## src/ex_isa_pkg.sv

```systemverilog
// ~~~~~~~~~~~~~~~~~~~~~~~~~~~~~~
// RV32 word and register index types,
// ALU operation and branch condition codes
// ~~~~~~~~~~~~~~~~~~~~~~~~~~~~~~

package ex_isa_pkg;

  // Data and address word
  typedef logic [31:0] word_t;

  // Destination register index
  typedef logic [4:0] reg_idx_t;

  // Shift amount bits taken from port_b
  localparam int unsigned SHAMT_W = 5;

  // Sequential instruction step
  localparam int unsigned PC_STEP = 4;

  typedef enum logic [3:0] {
    ALU_ADD   = 4'd0,
    ALU_SUB   = 4'd1,
    ALU_AND   = 4'd2,
    ALU_OR    = 4'd3,
    ALU_XOR   = 4'd4,
    ALU_SLL   = 4'd5,
    ALU_SRL   = 4'd6,
    ALU_SRA   = 4'd7,
    ALU_SLT   = 4'd8,
    ALU_SLTU  = 4'd9,
    ALU_PASSB = 4'd10   // lui passes the immediate through
  } alu_op_t;

  typedef enum logic [2:0] {
    BR_EQ  = 3'd0,
    BR_NE  = 3'd1,
    BR_LT  = 3'd2,
    BR_GE  = 3'd3,
    BR_LTU = 3'd4,
    BR_GEU = 3'd5
  } br_cond_t;

endpackage

```

## src/ex_pipe_pkg.sv

```systemverilog
// ~~~~~~~~~~~~~~~~~~~~~~~~~~~~~~
// Operation kinds and the issue and commit payloads
// ~~~~~~~~~~~~~~~~~~~~~~~~~~~~~~

package ex_pipe_pkg;

  import ex_isa_pkg::*;

  typedef enum logic [1:0] {
    KIND_ALU    = 2'd0,
    KIND_BRANCH = 2'd1,
    KIND_JAL    = 2'd2,
    KIND_JALR   = 2'd3
  } op_kind_t;

  // Decoded operation as held by the issue register
  typedef struct packed {
    op_kind_t kind;
    alu_op_t  alu_op;
    br_cond_t br_cond;
    word_t    port_a;
    word_t    port_b;
    word_t    imm;
    word_t    pc;
    reg_idx_t rd;
    logic     prediction;
  } issue_t;

  // Finished operation as held by the commit latch
  typedef struct packed {
    logic     wen;
    reg_idx_t rd;
    word_t    wdata;
    word_t    pc;
    logic     branch_instr;
    logic     branch_taken;
    logic     mispredict;
    word_t    resolved_addr;
    logic     jump_instr;
    word_t    jump_addr;
  } commit_t;

endpackage

```

## src/ex_issue_if.sv

```systemverilog
// ~~~~~~~~~~~~~~~~~~~~~~~~~~~~~~
// Registered operation from issue register to functional units
// ~~~~~~~~~~~~~~~~~~~~~~~~~~~~~~

interface ex_issue_if (
  input logic CLK,
  input logic nRST
);

  import ex_pipe_pkg::*;

  logic          valid;
  issue_t        op;
  // Next sequential pc, shared by the branch and jump paths
  ex_isa_pkg::word_t pc4;

  modport driver (
    output valid, op, pc4
  );

  modport alu (
    input CLK, nRST, valid, op
  );

  modport branch (
    input CLK, nRST, valid, op, pc4
  );

endinterface

```

## src/ex_alu.sv

```systemverilog
// ~~~~~~~~~~~~~~~~~~~~~~~~~~~~~~
// RV32I integer ALU for register and
// immediate operations
// ~~~~~~~~~~~~~~~~~~~~~~~~~~~~~~

module ex_alu (
  ex_issue_if.alu            iss,
  output ex_isa_pkg::word_t  result
);

  import ex_isa_pkg::*;
  import ex_pipe_pkg::*;

  word_t              op_a;
  word_t              op_b;
  logic [SHAMT_W-1:0] shamt;
  logic               lt_signed;
  logic               lt_unsigned;

  assign op_a  = iss.op.port_a;
  assign op_b  = iss.op.port_b;
  // Only the low bits of port_b count as shift amount
  assign shamt = op_b[SHAMT_W-1:0];

  assign lt_signed   = $signed(op_a) < $signed(op_b);
  assign lt_unsigned = op_a < op_b;

  always_comb begin
    result = '0;
    case (iss.op.alu_op)
      ALU_ADD:   result = op_a + op_b;
      ALU_SUB:   result = op_a - op_b;
      ALU_AND:   result = op_a & op_b;
      ALU_OR:    result = op_a | op_b;
      ALU_XOR:   result = op_a ^ op_b;
      ALU_SLL:   result = op_a << shamt;
      ALU_SRL:   result = op_a >> shamt;
      // Sign bit fills from the left
      ALU_SRA:   result = $unsigned($signed(op_a) >>> shamt);
      ALU_SLT:   result = word_t'(lt_signed);
      ALU_SLTU:  result = word_t'(lt_unsigned);
      ALU_PASSB: result = op_b;
      default:   result = '0;
    endcase
  end

  // Decode must only send defined ALU codes with an ALU operation
  a_alu_op_defined: assert property (
    @(posedge iss.CLK) disable iff (!iss.nRST)
    (iss.valid && iss.op.kind == KIND_ALU) |->
      iss.op.alu_op inside {
        ALU_ADD, ALU_SUB, ALU_AND, ALU_OR, ALU_XOR, ALU_SLL,
        ALU_SRL, ALU_SRA, ALU_SLT, ALU_SLTU, ALU_PASSB
      }
  ) else $error("undefined ALU operation code %0h", iss.op.alu_op);

endmodule

```

## src/ex_branch_res.sv

```systemverilog
// ~~~~~~~~~~~~~~~~~~~~~~~~~~~~~~
// Branch condition, branch and jump targets,
// resolved address and mispredict
// ~~~~~~~~~~~~~~~~~~~~~~~~~~~~~~

module ex_branch_res (
  ex_issue_if.branch         iss,
  output logic               taken,
  output logic               mispredict,
  output ex_isa_pkg::word_t  resolved_addr,
  output ex_isa_pkg::word_t  jump_addr
);

  import ex_isa_pkg::*;
  import ex_pipe_pkg::*;

  logic  is_branch;
  logic  is_jump;
  logic  cond_met;
  word_t rel_target;
  word_t reg_target;

  assign is_branch = iss.valid && (iss.op.kind == KIND_BRANCH);
  assign is_jump   = (iss.op.kind == KIND_JAL) || (iss.op.kind == KIND_JALR);

  always_comb begin
    cond_met = 1'b0;
    case (iss.op.br_cond)
      BR_EQ:   cond_met = iss.op.port_a == iss.op.port_b;
      BR_NE:   cond_met = iss.op.port_a != iss.op.port_b;
      BR_LT:   cond_met = $signed(iss.op.port_a) < $signed(iss.op.port_b);
      BR_GE:   cond_met = $signed(iss.op.port_a) >= $signed(iss.op.port_b);
      BR_LTU:  cond_met = iss.op.port_a < iss.op.port_b;
      BR_GEU:  cond_met = iss.op.port_a >= iss.op.port_b;
      default: cond_met = 1'b0;
    endcase
  end

  // Branches and jal share the pc relative adder
  assign rel_target = iss.op.pc + iss.op.imm;

  // jalr clears the low bit of the register target
  assign reg_target = (iss.op.port_a + iss.op.imm) & ~word_t'(1);

  always_comb begin
    case (iss.op.kind)
      KIND_JAL:  jump_addr = rel_target;
      KIND_JALR: jump_addr = reg_target;
      default:   jump_addr = '0;
    endcase
  end

  assign taken      = is_branch && cond_met;
  assign mispredict = is_branch && (iss.op.prediction ^ cond_met);

  // Not taken and plain ALU ops fall through to pc4
  always_comb begin
    if (is_jump) begin
      resolved_addr = jump_addr;
    end else if (taken) begin
      resolved_addr = rel_target;
    end else begin
      resolved_addr = iss.pc4;
    end
  end

  // Undefined codes would silently resolve as not taken
  a_br_cond_defined: assert property (
    @(posedge iss.CLK) disable iff (!iss.nRST)
    (iss.valid && iss.op.kind == KIND_BRANCH) |->
      iss.op.br_cond inside {BR_EQ, BR_NE, BR_LT, BR_GE, BR_LTU, BR_GEU}
  ) else $error("undefined branch condition code %0d", iss.op.br_cond);

endmodule

```

## src/ex_stage_reg.sv

```systemverilog
// ~~~~~~~~~~~~~~~~~~~~~~~~~~~~~~
// One pipeline slot with valid bit,
// stall hold and flush clear
// ~~~~~~~~~~~~~~~~~~~~~~~~~~~~~~

module ex_stage_reg #(
  parameter type payload_t = logic
) (
  input  logic     CLK,
  input  logic     nRST,
  input  logic     stall,
  input  logic     flush,
  input  logic     in_valid,
  input  payload_t in_data,
  output logic     out_valid,
  output payload_t out_data
);

  // Flush takes priority over stall
  always_ff @(posedge CLK, negedge nRST) begin
    if (!nRST) begin
      out_valid <= 1'b0;
      out_data  <= '0;
    end else if (flush) begin
      out_valid <= 1'b0;
      out_data  <= '0;
    end else if (!stall) begin
      out_valid <= in_valid;
      out_data  <= in_data;
    end
  end

  // Upstream must never feed an unknown valid into the slot
  a_valid_known: assert property (
    @(posedge CLK) disable iff (!nRST)
    !$isunknown(out_valid)
  ) else $error("pipeline slot valid is unknown");

endmodule

```

## src/ex_top.sv

```systemverilog
// ~~~~~~~~~~~~~~~~~~~~~~~~~~~~~~
// Integer execute stage: issue register,
// functional units and commit latch
// ~~~~~~~~~~~~~~~~~~~~~~~~~~~~~~

module ex_top (
  input  logic                   CLK,
  input  logic                   nRST,
  // Decoded operation
  input  logic                   in_valid,
  input  ex_pipe_pkg::op_kind_t  in_kind,
  input  ex_isa_pkg::alu_op_t    in_alu_op,
  input  ex_isa_pkg::br_cond_t   in_br_cond,
  input  ex_isa_pkg::word_t      port_a,
  input  ex_isa_pkg::word_t      port_b,
  input  ex_isa_pkg::word_t      imm,
  input  ex_isa_pkg::word_t      pc,
  input  ex_isa_pkg::reg_idx_t   rd,
  input  logic                   prediction,
  // Pipeline control
  input  logic                   stall,
  input  logic                   flush,
  // Commit side
  output logic                   commit_valid,
  output logic                   commit_wen,
  output ex_isa_pkg::reg_idx_t   commit_rd,
  output ex_isa_pkg::word_t      commit_wdata,
  output ex_isa_pkg::word_t      commit_pc,
  output logic                   branch_instr,
  output logic                   branch_taken,
  output logic                   mispredict,
  output ex_isa_pkg::word_t      resolved_addr,
  output logic                   jump_instr,
  output ex_isa_pkg::word_t      jump_addr
);

  import ex_isa_pkg::*;
  import ex_pipe_pkg::*;

  issue_t  issue_d;
  commit_t commit_d;
  commit_t commit_q;

  word_t alu_result;
  logic  br_taken;
  logic  br_mispredict;
  word_t br_resolved;
  word_t br_jump_addr;
  logic  is_alu;
  logic  is_jump;
  logic  writes_rd;

  ex_issue_if iss (
    .CLK  (CLK),
    .nRST (nRST)
  );

  // Stage 1: issue register
  always_comb begin
    issue_d.kind       = in_kind;
    issue_d.alu_op     = in_alu_op;
    issue_d.br_cond    = in_br_cond;
    issue_d.port_a     = port_a;
    issue_d.port_b     = port_b;
    issue_d.imm        = imm;
    issue_d.pc         = pc;
    issue_d.rd         = rd;
    issue_d.prediction = prediction;
  end

  ex_stage_reg #(
    .payload_t (issue_t)
  ) issue_reg_i (
    .CLK       (CLK),
    .nRST      (nRST),
    .stall     (stall),
    .flush     (flush),
    .in_valid  (in_valid),
    .in_data   (issue_d),
    .out_valid (iss.valid),
    .out_data  (iss.op)
  );

  assign iss.pc4 = iss.op.pc + PC_STEP;

  // Stage 2: functional units
  ex_alu alu_i (
    .iss    (iss),
    .result (alu_result)
  );

  ex_branch_res branch_res_i (
    .iss           (iss),
    .taken         (br_taken),
    .mispredict    (br_mispredict),
    .resolved_addr (br_resolved),
    .jump_addr     (br_jump_addr)
  );

  assign is_alu  = iss.op.kind == KIND_ALU;
  assign is_jump = (iss.op.kind == KIND_JAL) || (iss.op.kind == KIND_JALR);
  // x0 is hardwired, so writes to it are dropped here
  assign writes_rd = iss.valid && (is_alu || is_jump) && (iss.op.rd != '0);

  always_comb begin
    commit_d               = '0;
    commit_d.wen           = writes_rd;
    commit_d.rd            = iss.op.rd;
    commit_d.pc            = iss.op.pc;
    commit_d.branch_instr  = iss.valid && (iss.op.kind == KIND_BRANCH);
    commit_d.branch_taken  = br_taken;
    commit_d.mispredict    = br_mispredict;
    commit_d.resolved_addr = br_resolved;
    commit_d.jump_instr    = iss.valid && is_jump;
    commit_d.jump_addr     = br_jump_addr;
    // Link value for jumps, nothing for branches
    if (is_alu) begin
      commit_d.wdata = alu_result;
    end else if (is_jump) begin
      commit_d.wdata = iss.pc4;
    end
  end

  // Stage 3: commit latch
  ex_stage_reg #(
    .payload_t (commit_t)
  ) commit_reg_i (
    .CLK       (CLK),
    .nRST      (nRST),
    .stall     (stall),
    .flush     (flush),
    .in_valid  (iss.valid),
    .in_data   (commit_d),
    .out_valid (commit_valid),
    .out_data  (commit_q)
  );

  assign commit_wen    = commit_q.wen;
  assign commit_rd     = commit_q.rd;
  assign commit_wdata  = commit_q.wdata;
  assign commit_pc     = commit_q.pc;
  assign branch_instr  = commit_q.branch_instr;
  assign branch_taken  = commit_q.branch_taken;
  assign mispredict    = commit_q.mispredict;
  assign resolved_addr = commit_q.resolved_addr;
  assign jump_instr    = commit_q.jump_instr;
  assign jump_addr     = commit_q.jump_addr;

endmodule

```

## config.mk

```make
export PLATFORM = sky130hd
export DESIGN_NAME = ex_top
export DESIGN_NICKNAME = d
export VERILOG_FILES = /design/src/ex_isa_pkg.sv /design/src/ex_pipe_pkg.sv /design/src/ex_issue_if.sv /design/src/ex_alu.sv /design/src/ex_branch_res.sv /design/src/ex_stage_reg.sv /design/src/ex_top.sv
export SDC_FILE = /design/constraint.sdc
export NUM_CORES = 1
export LEC_CHECK = 0
export BUFFER_PORTS_ARGS = -buffer_cell sky130_fd_sc_hd__buf_4
export CAP_MARGIN = 20
export CORE_MARGIN = 1
export CORE_UTILIZATION = 55
export CTS_CLUSTER_SIZE = 8
export DETAILED_ROUTE_END_ITERATION = 10
export GPL_ROUTABILITY_DRIVEN = 1
export PLACE_DENSITY = 0.75
export SYNTH_ARGS = -nofsm -noshare
export SYNTH_HDL_FRONTEND = slang
export SYNTH_HIERARCHICAL = 1
export SYNTH_SLANG_ARGS = --single-unit
export TNS_END_PERCENT = 20
```

## constraint.sdc

```tcl
create_clock -name CLK -period 5.3 [get_ports CLK]
set_input_delay 0.265 -clock CLK [delete_from_list [all_inputs] [get_ports CLK]]
set_output_delay 0.265 -clock CLK [all_outputs]
set_load 0.02 [all_outputs]
```

==> key figures, run 1 <==
Die
  • DIE HEIGHT: about 220 um
  • Chip width: between 200 and 250 um
  • # rows: 80
  • Core Region: approximately 0.048 mm2
  • Die area: between 0.04 and 0.05 mm2
  • Io pins: 287
  • Initial Utilization: 0.557

Detailed routing
  • ANT nets after route: 0
  • DRC: 0
  • Initial DRC count: about 3000
  • Post-Route WL: between 100 and 150 mm
  • DR WL/cell: ~27 um
  • Via density: between 6 and 7
  • Vias post-DR: ~27000
  • DR pass1 iterations: 6

Clocking
  • Clock root buffer: clkbuf_16
  • Post-cts resize count: 0
  • CTS Buf Count: ~40
  • H-tree depth: 2
  • Reg clk slew, reported paths: about 0.06 ns
  • CTS Hold Bufs: ~150
  • Setup bufs post-CTS: 0
  • CTS tree: built
  • Max clock buf depth: 3
  • Clk Latency, worst-skew pair: 0.62 ns
  • Clk sink count: roughly 280

Worst setup path
  • WP data arrival: 4.99 ns
  • R2r setup slk: roughly 0.73 ns
  • R2r startpoint: issue_reg_i/out_data[71]
  • CP delay by family, top: compound AO/OA/AOI/OAI gates
  • FF-to-FF path depth: 13
  • Worst stage delay on the critical path: slightly above 0.8 ns
  • CP cell instances: inv_1 > ha_1 > nand2b_1 > a21oi_1 > o31ai_1 > a2111oi_2 > o311ai_0 > o41ai_1 > or4_4 > and3_1 > a211o_1 > mux2i_1 > nor2_1
  • WP data required: 5.72 ns
  • CP Buf/Inv Count: 1
  • CP max FO: 48
  • CP Class: reg2reg
  • Critical-path top delay cell: or4_4
  • Worst setup SP type: flop
  • Worst reg2reg path endpoint: commit_reg_i/out_data[37]
  • CP Capture Type: flop

Power
  • Net Sw Power: around 2.6 mW
  • Clock power share: 0.342
  • Register share of total power: 0.340
  • Combinational Power Share: 0.318
  • Net Sw Frac: 0.362
  • Pwr Total: about 7.2 mW
  • Power per standard cell area: between 200 and 250 mW/mm2
  • VDD IR-drop max: roughly 0.00025 V
  • Pint: between 4 and 5 mW
  • P_leak: roughly 15 nW

Placement
  • Setup WS pre-CTS: about 0.94 ns
  • IO buf count: around 290
  • Detailed Place HPWL: 76.6 mm
  • GP Congestion: ~1.1

Timing
  • RSZ-0062 raised after global routing: no
  • Fin. Hold Viols: 0
  • Max Freq: 219 MHz
  • Slew Limit Headroom: 0.188
  • Post-route setup TNS: 0 ns
  • Final Skew: 0.0491 ns
  • Setup WS post-layout: approximately 0.73 ns
  • Fin crit share: 0.862
  • Final slew viol count: 0
  • Worst Tran Pin Value: about 1.2 ns
  • Period minus WS final: between 4 and 5 ns
  • Setup violations, final: 0

Yosys
  • Seq/Total Area, Yosys: 0.266
  • Post-synth EDFFs: 0
  • Synth Flop Type: dfrtp_1
  • Post-synthesis mux area share: 0.175
  • Synth area leader: dfrtp_1
  • Combinational family with the most area after synthesis: compound AO/OA/AOI/OAI gates
  • Syn Inst Count: ~3100
  • Async set-reset flop share out of synthesis: 1.00
  • Synth Area in XOR/XNOR: 0.0349
  • Synth cell count leaders: nor2_1 (526), mux2i_1 (331), dfrtp_1 (283), ha_1 (195), a21oi_1 (176)
  • Syn nets: about 3400
  • Syn. warnings: 6
  • Syn avg cell area: 8.65 um2
  • Synth Area in Adders: 0.0947
  • Synth area leaders: dfrtp_1 (27%), mux2i_1 (12%), ha_1 (9.2%)
  • Compound-Gate Fraction of Synth Area: 0.192
  • Post-synthesis simple-gate area fraction: 0.171
  • Flops & latches, synth: ~280
  • Most frequent cell after synthesis: nor2_1
  • Yosys cell types: 104
  • Synth top area share: 0.266
  • Synth Cell Area: roughly 0.027 mm2

Run status
  • Outcome: completed

Layout
  • Share of layout cells above drive strength 1: 0.152
  • Area delta synth->final: 18.5%
  • Core Util, Final: 0.660
  • # nets final: approximately 3800

Global routing
  • Largest net degree at the start of global routing: 170
  • GRT Util Overall: 0.431
  • Vias in the first global route: around 26000
  • GRT Residual Overflow: 0
  • Initial antenna violation count: 2
  • First-pass GRT wire length: between 150 and 200 mm

Hold path
  • Hold path endpoint: commit_reg_i/out_data[68]
  • Hold_sp: flush
  • WHS Path Cells: 2
  • Hold crit path type: in2reg

Job
  • MaxCap Viol Count: 0
==> worst reg2reg max path, cell delays in order, from the launching register on <==
cell and delay, ns:
dfrtp_2 0.70, inv_1 0.13, ha_1 0.34, nand2b_1 0.09, a21oi_1 0.06, o31ai_1 0.45, a2111oi_2 0.22, o311ai_0 0.51
o41ai_1 0.19, or4_4 0.82, and3_1 0.37, a211o_1 0.27, mux2i_1 0.18, nor2_1 0.08
==> worst max-delay path by stage <==
stage / start / to / cells after the start
3_5_place_dp: issue_reg_i/out_data[128] / commit_reg_i/out_data[46] / 11
2_1_floorplan: issue_reg_i/out_data[72] / commit_reg_i/out_data[126] / 18
5_1_grt: issue_reg_i/out_data[125] / commit_reg_i/out_data[54] / 12
4_1_cts: issue_reg_i/out_data[128] / commit_reg_i/out_data[37] / 11
3_3_place_gp: issue_reg_i/out_data[101] / commit_reg_i/out_data[39] / 12
6_report: issue_reg_i/out_data[71] / commit_reg_i/out_data[37] / 13
==> logic make-up after synthesis <==
| family | count (synthesis) |
|---|---|
| buffers and inverters | 356 |
| AND/OR/NAND/NOR | 994 |
| flip-flops | 283 |
| AO/OA/AOI/OAI | 741 |
| multiplexers | 396 |
| XOR/XNOR | 105 |
| adder cells (fa/ha/maj) | 199 |
==> flip-flops by register name, summed over array words and instances, names as in the netlist <==
register                count
issue_reg_i/out_valid       1
commit_reg_i/out_valid      1
commit_reg_i/out_data     138
issue_reg_i/out_data      143
==> layer usage <==
metal	GRT usage	vias to the layer above	wire length, um
met5	0	-	27
met4	0.235	4	6150
met3	0.0849	345	10600
met2	0.685	1717	49300
met1	0.552	13189	41700
li1	-	11869	-
==> cells in the final DEF (no fill, tap or decap), types with 27 or more instances in the layout <==
cell           instances
clkbuf_16             41
mux4_2                55
a21o_1                42
nand3_1               60
nor2_1               525
inv_1                143
ha_1                 195
a211o_1               27
nand2_1              137
dfrtp_1              278
o21ai_0              125
buf_4                342
dlygate4sd3_1        145
o211ai_1              41
xor2_1                30
xnor2_1               74
a211oi_1              27
a21oi_1              176
nor3_1                67
and3_1                28
nand4_1               30
mux2i_1              331
==> metrics by stage <==
step	std cells	hold slack (ns)	area, um2
5_1_grt	4031	0.337	31500
2_1_floorplan	3074	-0.0306	26600
3_3_place_gp	3834	0.385	28900
3_5_place_dp	3834	0.394	28900
6_report	4032	0.291	31500
4_1_cts	4030	0.291	31500
==> power groups by stage <==
stage	logic, mW	clock network (mW)	registers, mW
floorplan	1.37	0	2.47
global placement	2.08	0	2.47
detailed placement	2.12	0	2.47
CTS	2.22	2.46	2.44
global route	2.44	2.56	2.45
finish	2.29	2.46	2.45
==> area by class of cell <==
class                      instances  area [um2]
fill                            3798       16200
tap                              615         769
clock inverter                     3        62.6
timing repair buffer             495        4160
sequential                       283        7090
clock buffer                      48        1070
antenna                            1        2.50
multi-input combinational       2435       17800
inverter                         152         571
Power figures use the tool's default switching activity.
==> run 2: changes to the inputs <==
==> constraint.sdc (replaced) <==
create_clock -name CLK -period 4.7 [get_ports CLK]
set_input_delay 0.235 -clock CLK [delete_from_list [all_inputs] [get_ports CLK]]
set_output_delay 0.235 -clock CLK [all_outputs]
set_load 0.02 [all_outputs]
==> run 2 against run 1 <==
Wire length grew 3.1%. Core utilization up 0.37 points. Non-clock buffer count grew 23. Clock skew rose by 0.0024 ns. Worst setup slack worse by 0.35 ns. Sequential share of layout area decreased by 0.12 points. Global-route usage increased by 1.4 points. Via count up 2.0%. Critical path depth is 1 lower. Clock power up 13%.
==> key figures, run 2 (synthesis gave the netlist of run 1 again) <==
Run status
  • Outcome: completed

Clocking
  • Clk Latency, worst-skew pair: 0.60 ns (-0.02 ns)
  • Clk sink count: 283 (unchanged)
  • H-tree depth: 2 (unchanged)
  • CTS tree: built
  • Clock root buffer: clkbuf_16
  • Reg clk slew, reported paths: 0.06 ns (about the same)
  • CTS Buf Count: 41 (unchanged)
  • Post-cts resize count: 0 (unchanged)
  • Setup bufs post-CTS: 0 (unchanged)
  • Max clock buf depth: 3 (unchanged)

Die
  • Io pins: 287 (unchanged)
  • DIE HEIGHT: 222 um (unchanged)
  • Chip width: 222 um (unchanged)
  • Core Region: 0.0477 mm2 (unchanged)
  • Die area: 0.0492 mm2 (unchanged)
  • # rows: 80 (unchanged)
  • Initial Utilization: 0.557 (unchanged)

Timing
  • Setup violations, final: 0 (unchanged)
  • Final slew viol count: 0 (unchanged)
  • RSZ-0062 raised after global routing: no
  • Fin crit share: 0.919 (+0.0574)
  • Max Freq: 231 MHz (+5.7%)
  • Final Skew: 0.0514 ns (+0.00237 ns)
  • Worst Tran Pin Value: 1.17 ns (-0.0365 ns)
  • Fin. Hold Viols: 0 (unchanged)
  • Post-route setup TNS: 0 ns (unchanged)
  • Period minus WS final: 4.32 ns (-0.247 ns)
  • Hold Slack: 0.0646 ns (-0.226 ns)
  • Slew Limit Headroom: 0.215 (+0.0268)

Detailed routing
  • DRC: 0 (unchanged)
  • Initial DRC count: 3274 (+12%)
  • Vias post-DR: 27659 (+2.0%)
  • DR WL/cell: 27.4 um (+2.5%)
  • Via density: 6.82 (+1.4%)
  • DR pass1 iterations: 7 (+1)
  • ANT nets after route: 0 (unchanged)
  • Post-Route WL: 111 mm (+3.1%)

Placement
  • IO buf count: 286 (unchanged)
  • Placed inst area: 0.0291 mm2 (+0.79%)
  • Detailed Place HPWL: 79.2 mm (+3.4%)
  • GP Congestion: 1.04 (-1.9%)

Power
  • Register share of total power: 0.337 (-0.003)
  • Pint: 5.21 mW (+13%)
  • Power per standard cell area: 258 mW/mm2 (+13%)
  • Combinational Power Share: 0.324 (+0.006)
  • Clock power share: 0.339 (-0.003)
  • Net Sw Power: 2.97 mW (+14%)
  • Net Sw Frac: 0.363 (+0.000862)
  • VDD IR-drop max: 0.000252 V (+1.9%)
  • Pwr Total: 8.18 mW (+14%)
  • P_leak: 15.2 nW (+0.79%)

Worst setup path
  • Worst stage delay on the critical path: 0.75 ns (-0.07 ns)
  • Worst setup SP type: flop
  • CP max FO: 48 (unchanged)
  • CP cell instances: ha_1 > and4_1 > nand4_4 > nor4_4 > or3b_2 > or4_1 > nand3_1 > or4_4 > inv_1 > a211o_1 > mux2i_1 > nor2_1
  • CP Capture Type: flop
  • Critical-path top delay cell: dfrtp_1
  • WP data required: 5.12 ns (-0.60 ns)
  • CP Class: reg2reg
  • R2r startpoint: issue_reg_i/out_data[126]
  • WP data arrival: 4.74 ns (-0.25 ns)
  • Worst reg2reg path endpoint: commit_reg_i/out_data[39]
  • R2r setup slk: 0.38 ns (-0.35 ns)
  • FF-to-FF path depth: 12 (-1)

Layout
  • Largest regs: issue_reg_i/out_data (143), commit_reg_i/out_data (138)
  • # nets final: 3778 (+0.61%)
  • Commonest non-fill, non-tap cell in the layout: nor2_1
  • Area delta synth->final: 19.1%
  • Share of layout cells above drive strength 1: 0.158 (+0.00630)
  • Most frequent cells in the layout: nor2_1 (525), buf_4 (366), mux2i_1 (331)
  • Filler cells: 3732 (-1.7%)
  • Design Area, Final: 0.0317 mm2 (+0.56%)
  • Top reg by flops: issue_reg_i/out_data
  • Max reg flops: 143 (unchanged)

Hold path
  • Hold_sp: port_b[0]
  • WHS Path Cells: 3 (+1)
  • Hold crit path type: in2reg
  • Hold path endpoint: issue_reg_i/out_data[70]

Global routing
  • GRT Residual Overflow: 0 (unchanged)
  • Vias in the first global route: 27126 (+2.5%)
  • Largest net degree at the start of global routing: 133 (-22%)
  • First-pass GRT wire length: 167 mm (+2.7%)
  • GRT Util Overall: 0.445 (+0.0141)
  • Initial antenna violation count: 6 (+4)

Job
  • MaxCap Viol Count: 0 (unchanged)
[run 2: cell types whose count changed in the layout (fill, tap and decap cells not counted), moves of 2 or more]
cell	before	now
buf_12	4	7
dlygate4sd3_1	145	142
clkbuf_8	4	2
clkinv_8	2	0
buf_4	342	366
[run 2: stage by stage]
step	instances	worst slack, ns	utilization
2_1_floorplan	3074	0.551	-
3_3_place_gp	3861	0.738	0.610
3_5_place_dp	3861	0.659	0.610
4_1_cts	4053	0.617	0.664
5_1_grt	4054	0.284	0.664
6_report	4055	0.380	0.664
[run 2: worst max-delay path by stage]
stage / start / end / slack (ns)
3_3_place_gp: issue_reg_i/out_data[124] / commit_reg_i/out_data[131] / 0.74
5_1_grt: issue_reg_i/out_data[104] / commit_reg_i/out_data[35] / 0.28
2_1_floorplan: issue_reg_i/out_data[72] / commit_reg_i/out_data[126] / 0.55
4_1_cts: issue_reg_i/out_data[104] / commit_reg_i/out_data[54] / 0.62
3_5_place_dp: issue_reg_i/out_data[104] / commit_reg_i/out_data[36] / 0.66
6_report: issue_reg_i/out_data[126] / commit_reg_i/out_data[39] / 0.38
[run 2: final cells by class]
type	count	area (um2)	share of cell area
multi-input combinational	2435	17800	0.561
sequential	283	7090	0.224
timing repair buffer	518	4350	0.137
clock buffer	48	1080	0.0342
tap	615	769	0.0243
inverter	152	571	0.0180
clock inverter	2	38.8	0.00122
antenna	2	5.00	0.000158
[run 2: worst max-delay path, delay by kind of cell, from the launching register on]
kind	cells	cell delay (ns)
simple gates	8	1.99
flops	1	0.75
buf+inv	1	0.41
compound gates	1	0.40
fa+ha+maj	1	0.35
mux	1	0.23
[run 2: power by group through the flow]
stage,Clock [mW],Combinational (mW),Sequential (mW)
after CTS,2.75,2.56,2.75
after detailed placement,0,2.44,2.79
after global routing,2.87,2.81,2.77
final,2.77,2.65,2.76
after floorplan,0,1.55,2.78
after global placement,0,2.41,2.78
[run 2: per-layer routing]
layer | share of wire | up-vias | track usage | wire (um)
li1 | - | 11917 | - | -
met5 | 0.00049 | - | 0 | 54
met3 | 0.10 | 430 | 0.0879 | 11400
met1 | 0.38 | 13428 | 0.564 | 42000
met4 | 0.067 | 8 | 0.258 | 7390
met2 | 0.45 | 1876 | 0.707 | 50200
[run 2: repair_timing]
action / CTS / global route
endpoints found under the hold margin: 271 / 0
endpoints found under the setup margin: 0 / 0
hold buffers: 142 / 0
